### config.mk
export PLATFORM = sky130hd
export DESIGN_NAME = pkt_decode
export DESIGN_NICKNAME = d
export VERILOG_FILES = /design/src/pkt_pkg.sv /design/src/pkt_decode.sv /design/src/resp_framer.sv /design/src/io_bank_ctrl.sv /design/src/cmd_checker.sv /design/src/cmd_parser.sv
export VERILOG_INCLUDE_DIRS = /design/src
export SDC_FILE = /design/constraint.sdc
export NUM_CORES = 1
export LEC_CHECK = 0
export BUFFER_PORTS_ARGS = -buffer_cell sky130_fd_sc_hd__buf_2
export CAP_MARGIN = 15
export CELL_PAD_IN_SITES_DETAIL_PLACEMENT = 1
export CELL_PAD_IN_SITES_GLOBAL_PLACEMENT = 1
export CORE_MARGIN = 10
export CORE_UTILIZATION = 47
export CTS_CLUSTER_SIZE = 30
export DETAILED_ROUTE_END_ITERATION = 6
export PLACE_DENSITY = 0.8
export SLEW_MARGIN = 15
export SYNTH_ARGS = -nofsm -noshare
export SYNTH_HDL_FRONTEND = slang
export SYNTH_SLANG_ARGS = --single-unit
### constraint.sdc
create_clock -name clk -period 2.3 [get_ports clk]
set_input_delay 0.46 -clock clk [delete_from_list [all_inputs] [get_ports clk]]
set_output_delay 0.46 -clock clk [all_outputs]
set_load 0.005 [all_outputs]
### src/pkt_cfg.svh
// Widths, character codes and frame constants for the USB command decoder
`ifndef PKT_CFG_SVH
`define PKT_CFG_SVH

////////////////////
// Bus widths
`define PKT_WORD_NBIT 16
`define PKT_BYTE_NBIT 8
`define PKT_CNT_NBIT  4
`define PKT_ADDR_NBIT 4
`define IO_UNIT_NBIT  8
`define IO_BANK_NBIT  8

// Data bytes of an IO set: mask, direction, data
`define IO_DATA_NUM   3

////////////////////
// Character codes, first character in the low byte
`define MSG_HEAD  16'h4040
`define MSG_END_N 8'h0A
`define MSG_END_R 8'h0D
`define MSG_PASS  16'h4B4F
`define MSG_FAIL  16'h474E

`endif
### src/pkt_pkg.sv
// Message types, response codes and ASCII hex helpers for the command decoder
`include "pkt_cfg.svh"

package pkt_pkg;

   // Two characters per word, first one in the low byte
   typedef enum logic [`PKT_WORD_NBIT-1:0] {
      TYPE_HANDSHAKE = 16'h3030,   // "00"
      TYPE_IOCTRL    = 16'h3230    // "02"
   } msg_type_t;

   typedef enum logic [`PKT_WORD_NBIT-1:0] {
      MODE_SET = 16'h3130,         // "01"
      MODE_EXE = 16'h3230,         // "02"
      MODE_SEX = 16'h3330          // "03", set and execute
   } msg_mode_t;

   // Verdict code sent after the OK/NG word
   typedef enum logic [`PKT_WORD_NBIT-1:0] {
      CODE_00 = 16'h3030,
      CODE_01 = 16'h3130,
      CODE_02 = 16'h3230,
      CODE_03 = 16'h3330,
      CODE_11 = 16'h3131,
      CODE_12 = 16'h3231,
      CODE_21 = 16'h3132,
      CODE_22 = 16'h3232,
      CODE_23 = 16'h3332
   } resp_code_t;

   // 0-9, a-f, A-F; anything else flags an error
   function automatic logic [3:0] ascii_to_nibble(input logic [`PKT_BYTE_NBIT-1:0] c,
                                                  output logic err);
      logic [`PKT_BYTE_NBIT-1:0] v;
      err = 1'b0;
      v   = '0;
      if (c >= "0" && c <= "9")
         v = c - "0";
      else if (c >= "a" && c <= "f")
         v = c - "a" + 8'd10;
      else if (c >= "A" && c <= "F")
         v = c - "A" + 8'd10;
      else
         err = 1'b1;
      return v[3:0];
   endfunction

   // Upper case for A-F
   function automatic logic [`PKT_BYTE_NBIT-1:0] nibble_to_ascii(input logic [3:0] n);
      return (n < 4'd10) ? ("0" + {4'h0, n}) : ("A" - 8'd10 + {4'h0, n});
   endfunction

endpackage

### src/pkt_decode.sv
// Top level of the USB command decoder: parser, checker, IO bank and response framer
`timescale 1ns/1ns
`include "pkt_cfg.svh"

module pkt_decode (
   input  logic                      clk,
   input  logic                      i_arst_n,
   input  logic                      i_rx_vd,
   input  logic [`PKT_WORD_NBIT-1:0] i_rx_data,
   input  logic                      i_rx_sop,
   input  logic                      i_rx_eop,
   output logic                      o_tx_vd,
   output logic [`PKT_ADDR_NBIT:0]   o_tx_addr,
   output logic [`PKT_WORD_NBIT-1:0] o_tx_data,
   output logic                      o_tx_eop,
   input  logic [`IO_UNIT_NBIT-1:0]  i_io_db,
   output logic [`IO_UNIT_NBIT-1:0]  o_io_dir,
   output logic [`IO_UNIT_NBIT-1:0]  o_io_db,
   output logic [`IO_BANK_NBIT-1:0]  o_io_bank
);
   import pkt_pkg::*;

   ////////////////////
   // Parser outputs
   logic                     msg_done;
   msg_type_t                msg_type;
   msg_mode_t                msg_mode;
   logic [`IO_BANK_NBIT-1:0] ch_addr;
   logic [`PKT_CNT_NBIT-1:0] data_cnt;
   logic                     msg_err;
   logic [`IO_UNIT_NBIT-1:0] new_mask;
   logic [`IO_UNIT_NBIT-1:0] new_dir;
   logic [`IO_UNIT_NBIT-1:0] new_data;

   ////////////////////
   // Checker and IO state
   logic                     resp_start;
   msg_type_t                resp_type;
   logic                     resp_pf;
   resp_code_t               resp_code;
   logic                     io_set;
   logic                     io_exe;
   logic [`IO_UNIT_NBIT-1:0] cur_mask;
   logic [`IO_UNIT_NBIT-1:0] cur_dir;
   logic [`IO_UNIT_NBIT-1:0] cur_data;

   cmd_parser u_parser (
      .clk        (clk),
      .i_arst_n   (i_arst_n),
      .i_rx_vd    (i_rx_vd),
      .i_rx_data  (i_rx_data),
      .i_rx_sop   (i_rx_sop),
      .i_rx_eop   (i_rx_eop),
      .o_msg_done (msg_done),
      .o_msg_type (msg_type),
      .o_msg_mode (msg_mode),
      .o_ch_addr  (ch_addr),
      .o_data_cnt (data_cnt),
      .o_msg_err  (msg_err),
      .o_new_mask (new_mask),
      .o_new_dir  (new_dir),
      .o_new_data (new_data)
   );

   cmd_checker u_checker (
      .clk          (clk),
      .i_arst_n     (i_arst_n),
      .i_msg_done   (msg_done),
      .i_msg_type   (msg_type),
      .i_msg_mode   (msg_mode),
      .i_data_cnt   (data_cnt),
      .i_msg_err    (msg_err),
      .o_resp_start (resp_start),
      .o_resp_type  (resp_type),
      .o_resp_pf    (resp_pf),
      .o_resp_code  (resp_code),
      .o_io_set     (io_set),
      .o_io_exe     (io_exe)
   );

   io_bank_ctrl u_io (
      .clk        (clk),
      .i_arst_n   (i_arst_n),
      .i_io_set   (io_set),
      .i_io_exe   (io_exe),
      .i_new_mask (new_mask),
      .i_new_dir  (new_dir),
      .i_new_data (new_data),
      .i_ch_addr  (ch_addr),
      .i_io_db    (i_io_db),
      .o_io_dir   (o_io_dir),
      .o_io_db    (o_io_db),
      .o_io_bank  (o_io_bank),
      .o_cur_mask (cur_mask),
      .o_cur_dir  (cur_dir),
      .o_cur_data (cur_data)
   );

   resp_framer u_framer (
      .clk          (clk),
      .i_arst_n     (i_arst_n),
      .i_resp_start (resp_start),
      .i_resp_type  (resp_type),
      .i_resp_pf    (resp_pf),
      .i_resp_code  (resp_code),
      .i_cur_mask   (cur_mask),
      .i_cur_dir    (cur_dir),
      .i_cur_data   (cur_data),
      .o_tx_vd      (o_tx_vd),
      .o_tx_addr    (o_tx_addr),
      .o_tx_data    (o_tx_data),
      .o_tx_eop     (o_tx_eop)
   );

endmodule

### src/resp_framer.sv
// Transmit FSM that builds the ASCII response frame word by word
`timescale 1ns/1ns
`include "pkt_cfg.svh"

module resp_framer (
   input  logic                      clk,
   input  logic                      i_arst_n,
   input  logic                      i_resp_start,
   input  pkt_pkg::msg_type_t        i_resp_type,
   input  logic                      i_resp_pf,
   input  pkt_pkg::resp_code_t       i_resp_code,
   input  logic [`IO_UNIT_NBIT-1:0]  i_cur_mask,
   input  logic [`IO_UNIT_NBIT-1:0]  i_cur_dir,
   input  logic [`IO_UNIT_NBIT-1:0]  i_cur_data,
   output logic                      o_tx_vd,
   output logic [`PKT_ADDR_NBIT:0]   o_tx_addr,
   output logic [`PKT_WORD_NBIT-1:0] o_tx_data,
   output logic                      o_tx_eop
);
   import pkt_pkg::*;

   localparam int SHR_NBIT = `IO_UNIT_NBIT * `IO_DATA_NUM;
   localparam int CNT_NBIT = $clog2(`IO_DATA_NUM);

   typedef enum logic [2:0] {
      TX_IDLE,
      TX_TYPE,
      TX_PF,
      TX_CODE,
      TX_DATA,
      TX_END
   } tx_state_t;

   tx_state_t                 st;
   logic                      io_frame;
   logic [`PKT_ADDR_NBIT-1:0] word_addr;
   logic [CNT_NBIT-1:0]       data_left;
   logic [SHR_NBIT-1:0]       io_shr;
   logic [`IO_UNIT_NBIT-1:0]  io_byte;
   logic [`PKT_WORD_NBIT-1:0] hex_word;

   // High nibble goes out first, in the low byte
   assign io_byte   = io_shr[SHR_NBIT-1 -: `IO_UNIT_NBIT];
   assign hex_word  = {nibble_to_ascii(io_byte[3:0]), nibble_to_ascii(io_byte[7:4])};
   assign o_tx_addr = {io_frame, word_addr};

   always_ff @(posedge clk or negedge i_arst_n) begin
      if (!i_arst_n) begin
         st        <= TX_IDLE;
         o_tx_vd   <= 1'b0;
         o_tx_eop  <= 1'b0;
         o_tx_data <= '0;
         io_frame  <= 1'b0;
         word_addr <= '0;
         data_left <= '0;
         io_shr    <= '0;
      end else begin
         o_tx_eop  <= 1'b0;
         word_addr <= word_addr + 1'b1;
         case (st)
            TX_IDLE: begin
               o_tx_vd <= 1'b0;
               // A start during a frame is never seen here
               if (i_resp_start) begin
                  o_tx_vd   <= 1'b1;
                  o_tx_data <= `MSG_HEAD;
                  word_addr <= '0;
                  io_frame  <= (i_resp_type == TYPE_IOCTRL);
                  st        <= TX_TYPE;
               end
            end
            TX_TYPE: begin
               o_tx_data <= i_resp_type;
               st        <= TX_PF;
            end
            TX_PF: begin
               o_tx_data <= i_resp_pf ? `MSG_PASS : `MSG_FAIL;
               st        <= TX_CODE;
            end
            TX_CODE: begin
               o_tx_data <= i_resp_code;
               if (io_frame) begin
                  // IO state has settled by now, mask first
                  io_shr    <= {i_cur_mask, i_cur_dir, i_cur_data};
                  data_left <= CNT_NBIT'(`IO_DATA_NUM - 1);
                  st        <= TX_DATA;
               end else begin
                  o_tx_eop <= 1'b1;
                  st       <= TX_IDLE;
               end
            end
            TX_DATA: begin
               o_tx_data <= hex_word;
               io_shr    <= io_shr << `IO_UNIT_NBIT;
               data_left <= data_left - 1'b1;
               if (data_left == '0)
                  st <= TX_END;
            end
            TX_END: begin
               o_tx_data <= {`MSG_END_R, `MSG_END_N};
               o_tx_eop  <= 1'b1;
               st        <= TX_IDLE;
            end
            default: begin
               o_tx_vd <= 1'b0;
               st      <= TX_IDLE;
            end
         endcase
      end
   end

   a_eop_in_frame: assert property (@(posedge clk) disable iff (!i_arst_n)
      o_tx_eop |-> o_tx_vd);

endmodule

### src/io_bank_ctrl.sv
// IO bank control holding mask, direction and data and driving the IO port
`timescale 1ns/1ns
`include "pkt_cfg.svh"

module io_bank_ctrl (
   input  logic                     clk,
   input  logic                     i_arst_n,
   input  logic                     i_io_set,
   input  logic                     i_io_exe,
   input  logic [`IO_UNIT_NBIT-1:0] i_new_mask,
   input  logic [`IO_UNIT_NBIT-1:0] i_new_dir,
   input  logic [`IO_UNIT_NBIT-1:0] i_new_data,
   input  logic [`IO_BANK_NBIT-1:0] i_ch_addr,
   input  logic [`IO_UNIT_NBIT-1:0] i_io_db,
   output logic [`IO_UNIT_NBIT-1:0] o_io_dir,
   output logic [`IO_UNIT_NBIT-1:0] o_io_db,
   output logic [`IO_BANK_NBIT-1:0] o_io_bank,
   output logic [`IO_UNIT_NBIT-1:0] o_cur_mask,
   output logic [`IO_UNIT_NBIT-1:0] o_cur_dir,
   output logic [`IO_UNIT_NBIT-1:0] o_cur_data
);

   logic [`IO_UNIT_NBIT-1:0] eff_dir;
   logic [`IO_UNIT_NBIT-1:0] eff_data;
   logic [`IO_UNIT_NBIT-1:0] drv_mask;

   // dir 1 is output; a masked bit is an input reading 0
   assign eff_dir  = i_new_dir & ~i_new_mask;
   // Outputs take message data, open inputs sample the pins
   assign eff_data = (eff_dir & i_new_data) | (~eff_dir & ~i_new_mask & i_io_db);
   assign drv_mask = i_io_set ? i_new_mask : o_cur_mask;

   always_ff @(posedge clk or negedge i_arst_n) begin
      if (!i_arst_n) begin
         o_cur_mask <= '0;
         o_cur_dir  <= '0;
         o_cur_data <= '0;
         o_io_dir   <= '0;
         o_io_db    <= '0;
         o_io_bank  <= '0;
      end else begin
         if (i_io_set) begin
            o_cur_mask <= i_new_mask;
            o_cur_dir  <= eff_dir;
            o_cur_data <= eff_data;
         end
         // Set and execute together drive the new values straight away
         if (i_io_exe) begin
            o_io_dir  <= i_io_set ? eff_dir : o_cur_dir;
            o_io_db   <= (i_io_set ? eff_data : o_cur_data) & ~drv_mask;
            o_io_bank <= i_ch_addr;
         end
      end
   end

endmodule

### src/cmd_checker.sv
// Message checker that picks the verdict and response code and issues IO strobes
`timescale 1ns/1ns
`include "pkt_cfg.svh"

module cmd_checker (
   input  logic                     clk,
   input  logic                     i_arst_n,
   input  logic                     i_msg_done,
   input  pkt_pkg::msg_type_t       i_msg_type,
   input  pkt_pkg::msg_mode_t       i_msg_mode,
   input  logic [`PKT_CNT_NBIT-1:0] i_data_cnt,
   input  logic                     i_msg_err,
   output logic                     o_resp_start,
   output pkt_pkg::msg_type_t       o_resp_type,
   output logic                     o_resp_pf,
   output pkt_pkg::resp_code_t      o_resp_code,
   output logic                     o_io_set,
   output logic                     o_io_exe
);
   import pkt_pkg::*;

   localparam logic [`PKT_CNT_NBIT-1:0] FULL_CNT = `IO_DATA_NUM;

   logic       known;
   logic       pass;
   logic       do_set;
   logic       do_exe;
   resp_code_t code;

   ////////////////////
   // Verdict rules
   always_comb begin
      known  = 1'b1;
      pass   = 1'b0;
      do_set = 1'b0;
      do_exe = 1'b0;
      code   = CODE_00;
      case (i_msg_type)
         TYPE_HANDSHAKE: begin
            pass = 1'b1;
            code = CODE_01;
         end
         TYPE_IOCTRL: begin
            case (i_msg_mode)
               MODE_SET: begin
                  if (i_data_cnt != FULL_CNT)
                     code = CODE_02;
                  else if (i_msg_err)
                     code = CODE_03;
                  else begin
                     pass   = 1'b1;
                     do_set = 1'b1;
                     code   = CODE_01;
                  end
               end
               MODE_EXE: begin
                  // Execute takes no data
                  if (i_data_cnt == '0) begin
                     pass   = 1'b1;
                     do_exe = 1'b1;
                     code   = CODE_11;
                  end else
                     code = CODE_12;
               end
               MODE_SEX: begin
                  if (i_data_cnt != FULL_CNT)
                     code = CODE_22;
                  else if (i_msg_err)
                     code = CODE_23;
                  else begin
                     pass   = 1'b1;
                     do_set = 1'b1;
                     do_exe = 1'b1;
                     code   = CODE_21;
                  end
               end
               default: code = CODE_00;
            endcase
         end
         // Unknown types stay silent
         default: known = 1'b0;
      endcase
   end

   always_ff @(posedge clk or negedge i_arst_n) begin
      if (!i_arst_n) begin
         o_resp_start <= 1'b0;
         o_io_set     <= 1'b0;
         o_io_exe     <= 1'b0;
         o_resp_type  <= TYPE_HANDSHAKE;
         o_resp_pf    <= 1'b0;
         o_resp_code  <= CODE_00;
      end else begin
         o_resp_start <= i_msg_done & known;
         o_io_set     <= i_msg_done & do_set;
         o_io_exe     <= i_msg_done & do_exe;
         if (i_msg_done && known) begin
            o_resp_type <= i_msg_type;
            o_resp_pf   <= pass;
            o_resp_code <= code;
         end
      end
   end

   a_exe_has_resp: assert property (@(posedge clk) disable iff (!i_arst_n)
      o_io_exe |-> o_resp_start);

endmodule

### src/cmd_parser.sv
// Receive FSM that splits incoming USB words into message fields and data bytes
`timescale 1ns/1ns
`include "pkt_cfg.svh"

module cmd_parser (
   input  logic                      clk,
   input  logic                      i_arst_n,
   input  logic                      i_rx_vd,
   input  logic [`PKT_WORD_NBIT-1:0] i_rx_data,
   input  logic                      i_rx_sop,
   input  logic                      i_rx_eop,
   output logic                      o_msg_done,
   output pkt_pkg::msg_type_t        o_msg_type,
   output pkt_pkg::msg_mode_t        o_msg_mode,
   output logic [`IO_BANK_NBIT-1:0]  o_ch_addr,
   output logic [`PKT_CNT_NBIT-1:0]  o_data_cnt,
   output logic                      o_msg_err,
   output logic [`IO_UNIT_NBIT-1:0]  o_new_mask,
   output logic [`IO_UNIT_NBIT-1:0]  o_new_dir,
   output logic [`IO_UNIT_NBIT-1:0]  o_new_data
);
   import pkt_pkg::*;

   localparam int SHR_NBIT = `PKT_BYTE_NBIT * `IO_DATA_NUM;

   typedef enum logic [2:0] {
      ST_IDLE,
      ST_HEAD,
      ST_TYPE,
      ST_MODE,
      ST_CHAN,
      ST_DATA,
      ST_END
   } rx_state_t;

   rx_state_t                 st;
   logic [SHR_NBIT-1:0]       data_shr;
   logic [`PKT_BYTE_NBIT-1:0] rx_byte;
   logic                      hi_err;
   logic                      lo_err;
   logic                      rx_byte_err;
   logic                      is_end;

   ////////////////////
   // Hex decode of the current word
   // First character is the high nibble
   always_comb begin
      rx_byte[7:4] = ascii_to_nibble(i_rx_data[`PKT_BYTE_NBIT-1:0], hi_err);
      rx_byte[3:0] = ascii_to_nibble(i_rx_data[`PKT_WORD_NBIT-1:`PKT_BYTE_NBIT], lo_err);
      rx_byte_err  = hi_err | lo_err;
   end

   assign is_end = (i_rx_data[`PKT_BYTE_NBIT-1:0] == `MSG_END_N) ||
                   (i_rx_data[`PKT_BYTE_NBIT-1:0] == `MSG_END_R);

   ////////////////////
   // Receive FSM
   always_ff @(posedge clk or negedge i_arst_n) begin
      if (!i_arst_n) begin
         st         <= ST_IDLE;
         o_msg_done <= 1'b0;
         o_msg_type <= msg_type_t'(0);
         o_msg_mode <= msg_mode_t'(0);
         o_ch_addr  <= '0;
         o_data_cnt <= '0;
         o_msg_err  <= 1'b0;
         data_shr   <= '0;
      end else begin
         o_msg_done <= (st == ST_END);
         if (i_rx_eop) begin
            // Abandon whatever is in flight
            st <= ST_IDLE;
         end else begin
            case (st)
               ST_IDLE: begin
                  if (i_rx_sop) begin
                     st         <= ST_HEAD;
                     o_msg_type <= msg_type_t'(0);
                     o_msg_mode <= msg_mode_t'(0);
                     o_ch_addr  <= '0;
                     o_data_cnt <= '0;
                     o_msg_err  <= 1'b0;
                     data_shr   <= '0;
                  end
               end
               ST_HEAD: begin
                  if (i_rx_vd && i_rx_data == `MSG_HEAD)
                     st <= ST_TYPE;
               end
               ST_TYPE: begin
                  if (i_rx_vd) begin
                     o_msg_type <= msg_type_t'(i_rx_data);
                     st         <= ST_MODE;
                  end
               end
               ST_MODE: begin
                  if (i_rx_vd) begin
                     if (is_end) begin
                        st <= ST_END;
                     end else begin
                        o_msg_mode <= msg_mode_t'(i_rx_data);
                        st         <= ST_CHAN;
                     end
                  end
               end
               ST_CHAN: begin
                  if (i_rx_vd) begin
                     if (is_end) begin
                        st <= ST_END;
                     end else begin
                        o_ch_addr <= rx_byte;
                        o_msg_err <= o_msg_err | rx_byte_err;
                        st        <= ST_DATA;
                     end
                  end
               end
               ST_DATA: begin
                  if (i_rx_vd) begin
                     if (is_end) begin
                        st <= ST_END;
                     end else begin
                        data_shr  <= {data_shr[SHR_NBIT-`PKT_BYTE_NBIT-1:0], rx_byte};
                        o_msg_err <= o_msg_err | rx_byte_err;
                        // Saturate so a long message never looks like a short one
                        if (o_data_cnt != '1)
                           o_data_cnt <= o_data_cnt + 1'b1;
                     end
                  end
               end
               ST_END:  st <= ST_IDLE;
               default: st <= ST_IDLE;
            endcase
         end
      end
   end

   // Last three bytes, oldest first
   assign o_new_mask = data_shr[SHR_NBIT-1 -: `IO_UNIT_NBIT];
   assign o_new_dir  = data_shr[2*`IO_UNIT_NBIT-1 -: `IO_UNIT_NBIT];
   assign o_new_data = data_shr[`IO_UNIT_NBIT-1:0];

   a_done_single: assert property (@(posedge clk) disable iff (!i_arst_n)
      o_msg_done |=> !o_msg_done);

endmodule

==> impl_metrics.csv <==
group,metric,value,unit
run_status,status,"completed",
routing,detail_route.wl_per_cell,19.97,µm
clocking,cts_hold_repair.buffers,0,
timing,final_max_slew_viol_count,0,
routing,detailed_router_s_first_iteration_violation_count,303,
yosys,ys.warnings.count,0,
worst_setup_path,timing.critical_path.cells,"nor2b_1, and3_1, nor2_1, inv_1, nor2_1, nor2_1",
clocking,clkLatencyLatePin,0.43,ns
routing,drt_wl_total,23990,µm
worst_setup_path,reg2reg_slack,0.23,ns
clocking,cts_buffers,17,
final_layout,final_net_count,996,
power_and_ir_drop,power_leakage,0.004999,µW
timing,summed_negative_setup_slack_over_all_endpoints,0,ns
clocking,clk_transition_reported_paths,0.07,ns
clocking,post_cts_gate_resize_count,0,
placement,hpwlAfterDp,17070,µm
yosys,synthesis.nets,916,
grt,grt_antenna_before_repair,0,
yosys,synth_area_leader_cell,"dfrtp_1",
clocking,max_clock_buf_depth,2,
timing,tightestPinTransition,0.5205,ns
floorplan,die_area,24930,µm²
yosys,synthesis.area_per_instance,10.22,µm²
routing,drc_errors,0,
placement,placement.io_buffers,75,
yosys,yosys.cell_types.count,65,
power_and_ir_drop,power,7738,µW
timing,worst_max_slew_margin_expressed_relative_to_the_limit,65.30,%
grt,grt_start_max_net_pins,60,
routing,drt_pass_1_iters,4,
grt,track_usage,20.01,%
floorplan,io_pins,76,
floorplan,chipHeight,157.9,µm
timing,finalHoldViolations,0,
yosys,syn-cell-area,8936,µm²
yosys,yosys_most_used_dff,"dfrtp_1",
clocking,h-tree-depth,4,
worst_setup_path,cp.buffers_inverters,1,
run,timing.max_cap.violations,0,
floorplan,row_count,50,
yosys,synth_edf_count,0,
worst_setup_path,worst_path_dominant_cell_family,"simple AND/OR/NAND/NOR gates",
clocking,clock_tree_root,"clkbuf_16",
worst_setup_path,worstSetupEndpointType,"flop",
floorplan,die-width,157.9,µm
yosys,synthDominantCellAreaShare,54.05,%
worst_setup_path,timing.critical_path.slowest_cell_delay,0.65,ns
timing,final.min_clock_period,2.074,ns
grt,grt_pass1_wl,39690,µm
clocking,post_cts.repair.setup_buffers,0,
placement,gp_routability_congestion,0.8656,
yosys,synth_top_cells_by_area,"dfrtp_1 54%, nand2_1 6.2%, mux2_2 4.3%",
yosys,ys_seq_area_share,55.22,%
worst_setup_path,critPathArrivalTime,2.43,ns
floorplan,floorplan.initialDensity,47.77,%
yosys,yosys.cell_count.top_type,"dfrtp_1",
worst_setup_path,reg2regPathDepth,6,
yosys,yosys-top-cells-count,"193 x dfrtp_1, 148 x nand2_1, 75 x nor2_1",
clocking,clock_sink_count,197,
grt,grt_overflow_total,0,
worst_setup_path,cp_common_cell,"nor2_1",
final_layout,num_antenna_cells,0,
power_and_ir_drop,peakVddDrop,0.5288,mV
routing,detailroute.via_count,6830,
routing,routed_antenna_nets,0,
worst_setup_path,crit_fanout,13,
worst_setup_path,crit-reg2reg-capture,"u_framer.io_shr[19]$_DFFE_PN0P_",
timing,setup_violations,0,
worst_setup_path,critical_path_class,"reg -> reg",
hold_path,worstHoldPathType,"in -> async",
final_layout,area_growth,15.44,%
worst_setup_path,worst_path_max_delay_cell,"dfrtp_1",
final_layout,layout-drive-gt1-share,20.37,%
timing,grt_setup_unrepaired,"false",
worst_setup_path,worstPathRequired,2.65,ns
final_layout,final.fill_count,2091,
power_and_ir_drop,p_per_area,750.1,nW/µm²
worst_setup_path,worst_r2r_startpoint,"u_framer.st[0]$_DFFE_PN0P_",
timing,final.setup_skew,0.01103,ns
grt,grt_pass1_vias,7394,
yosys,postSynthRegisterBits,197,
yosys,postSynthCellCount,874,
yosys,synth-async-reset-ratio,100.0,%
worst_setup_path,worst_setup_path_start_kind,"flop",
routing,drt_via_density,5.687,
timing,layout_worst_path_cycle_share,90.19,%
clocking,tritoncts_clock_tree,"yes",
timing,max_freq,482.1,MHz
floorplan,fp.coreArea,18710,µm²
-- per-layer routing --
layer | GRT usage (%) | wire, µm
met1 | 25.91 | 10820
met2 | 32.87 | 11600
met3 | 4.043 | 1020
met4 | 6.634 | 545
met5 | 0 | 0
-- state kept, by name (all words and copies together) (netlist names), 16 cells and up --
name                   count
u_framer.io_shr           24
u_parser.data_shr         24
u_checker.o_resp_type     16
u_framer.o_tx_data        16
u_parser.o_msg_mode       16
u_parser.o_msg_type       16
-- through the flow --
| stage | cell area [µm²] | cells | setup WS (ns) | hold slack [ns] | utilization, % |
|---|---|---|---|---|---|
| final | 10320 | 1201 | 0.2256 | 0.002320 | 55.15 |
| after global routing | 10320 | 1201 | 0.09813 | 0.03250 | 55.15 |
| after CTS | 10320 | 1201 | 0.2447 | 0.02046 | 55.15 |
| after detailed placement | 9683 | 1169 | 0.006711 | 0.4515 | 51.77 |
| after global placement | 9683 | 1169 | 0.1050 | 0.4503 | 51.77 |
| after floorplan | 8936 | 874 | 0.3329 | 0.1644 | - |
-- cell usage in the layout (no fill, tap or decap), drive strengths merged, types with 4 or more instances in the layout --
cell type,netlist,routed
nor2,75,75
and2,19,19
nand3b,4,4
bufinv,0,4
a22o,22,22
nor4b,8,8
o21ai,62,62
buf,19,109
nand2b,6,6
o22ai,26,26
nor2b,5,5
dfrtp,193,193
nand3,33,33
dfstp,4,4
xnor2,5,5
clkinv,0,5
mux2i,14,14
nor4bb,4,4
ha,13,13
a31oi,4,4
nand2,149,149
nor3,6,6
inv,36,37
clkbuf,30,22
o31ai,21,21
and3,7,7
a22oi,10,10
a21oi,24,24
mux2,35,35
-- where the power goes --
group / total [µW] / internal (µW) / switching (µW)
clock network: 3210 / 1890 / 1320
logic: 826 / 298 / 528
registers: 3700 / 3590 / 116
-- worst max path at each step --
stage	endpoint	cells after the start	from	slack, ns
2_1_floorplan	u_parser.o_data_cnt[3]$_DFFE_PN0P_	7	i_rx_data[0]	0.33
6_report	u_framer.io_shr[19]$_DFFE_PN0P_	6	u_framer.st[0]$_DFFE_PN0P_	0.23
4_1_cts	u_parser.o_data_cnt[2]$_DFFE_PN0P_	6	u_parser.o_data_cnt[0]$_DFFE_PN0P_	0.24
5_1_grt	u_framer.io_shr[9]$_DFFE_PN0P_	6	u_framer.st[0]$_DFFE_PN0P_	0.1
3_3_place_gp	u_parser.o_data_cnt[3]$_DFFE_PN0P_	8	i_rx_data[1]	0.11
3_5_place_dp	u_parser.o_data_cnt[2]$_DFFE_PN0P_	8	i_rx_data[1]	0.007
-- layout make-up --
class / count / area [µm²] / share of cell area, %
clock buffer: 21 / 460.4 / 4.463
multi-input combinational: 592 / 3611 / 35.00
inverter: 36 / 135.1 / 1.310
clock inverter: 11 / 172.7 / 1.674
sequential: 197 / 4935 / 47.84
timing repair buffer: 110 / 709.4 / 6.877
tap: 234 / 292.8 / 2.838
-- logic make-up (layout without fill, tap and decap cells) --
kind of cell	after synthesis	count (layout)	share of synthesized area (%)
adder cells (fa/ha/maj)	13	13	1.820
flip-flops	197	197	55.22
AO/OA/AOI/OAI	193	193	14.65
AND/OR/NAND/NOR	329	329	17.04
buffers and inverters	85	178	4.368
multiplexers	49	49	6.119
XOR/XNOR	8	8	0.7841
No activity file was read; power rests on OpenSTA's default activity.
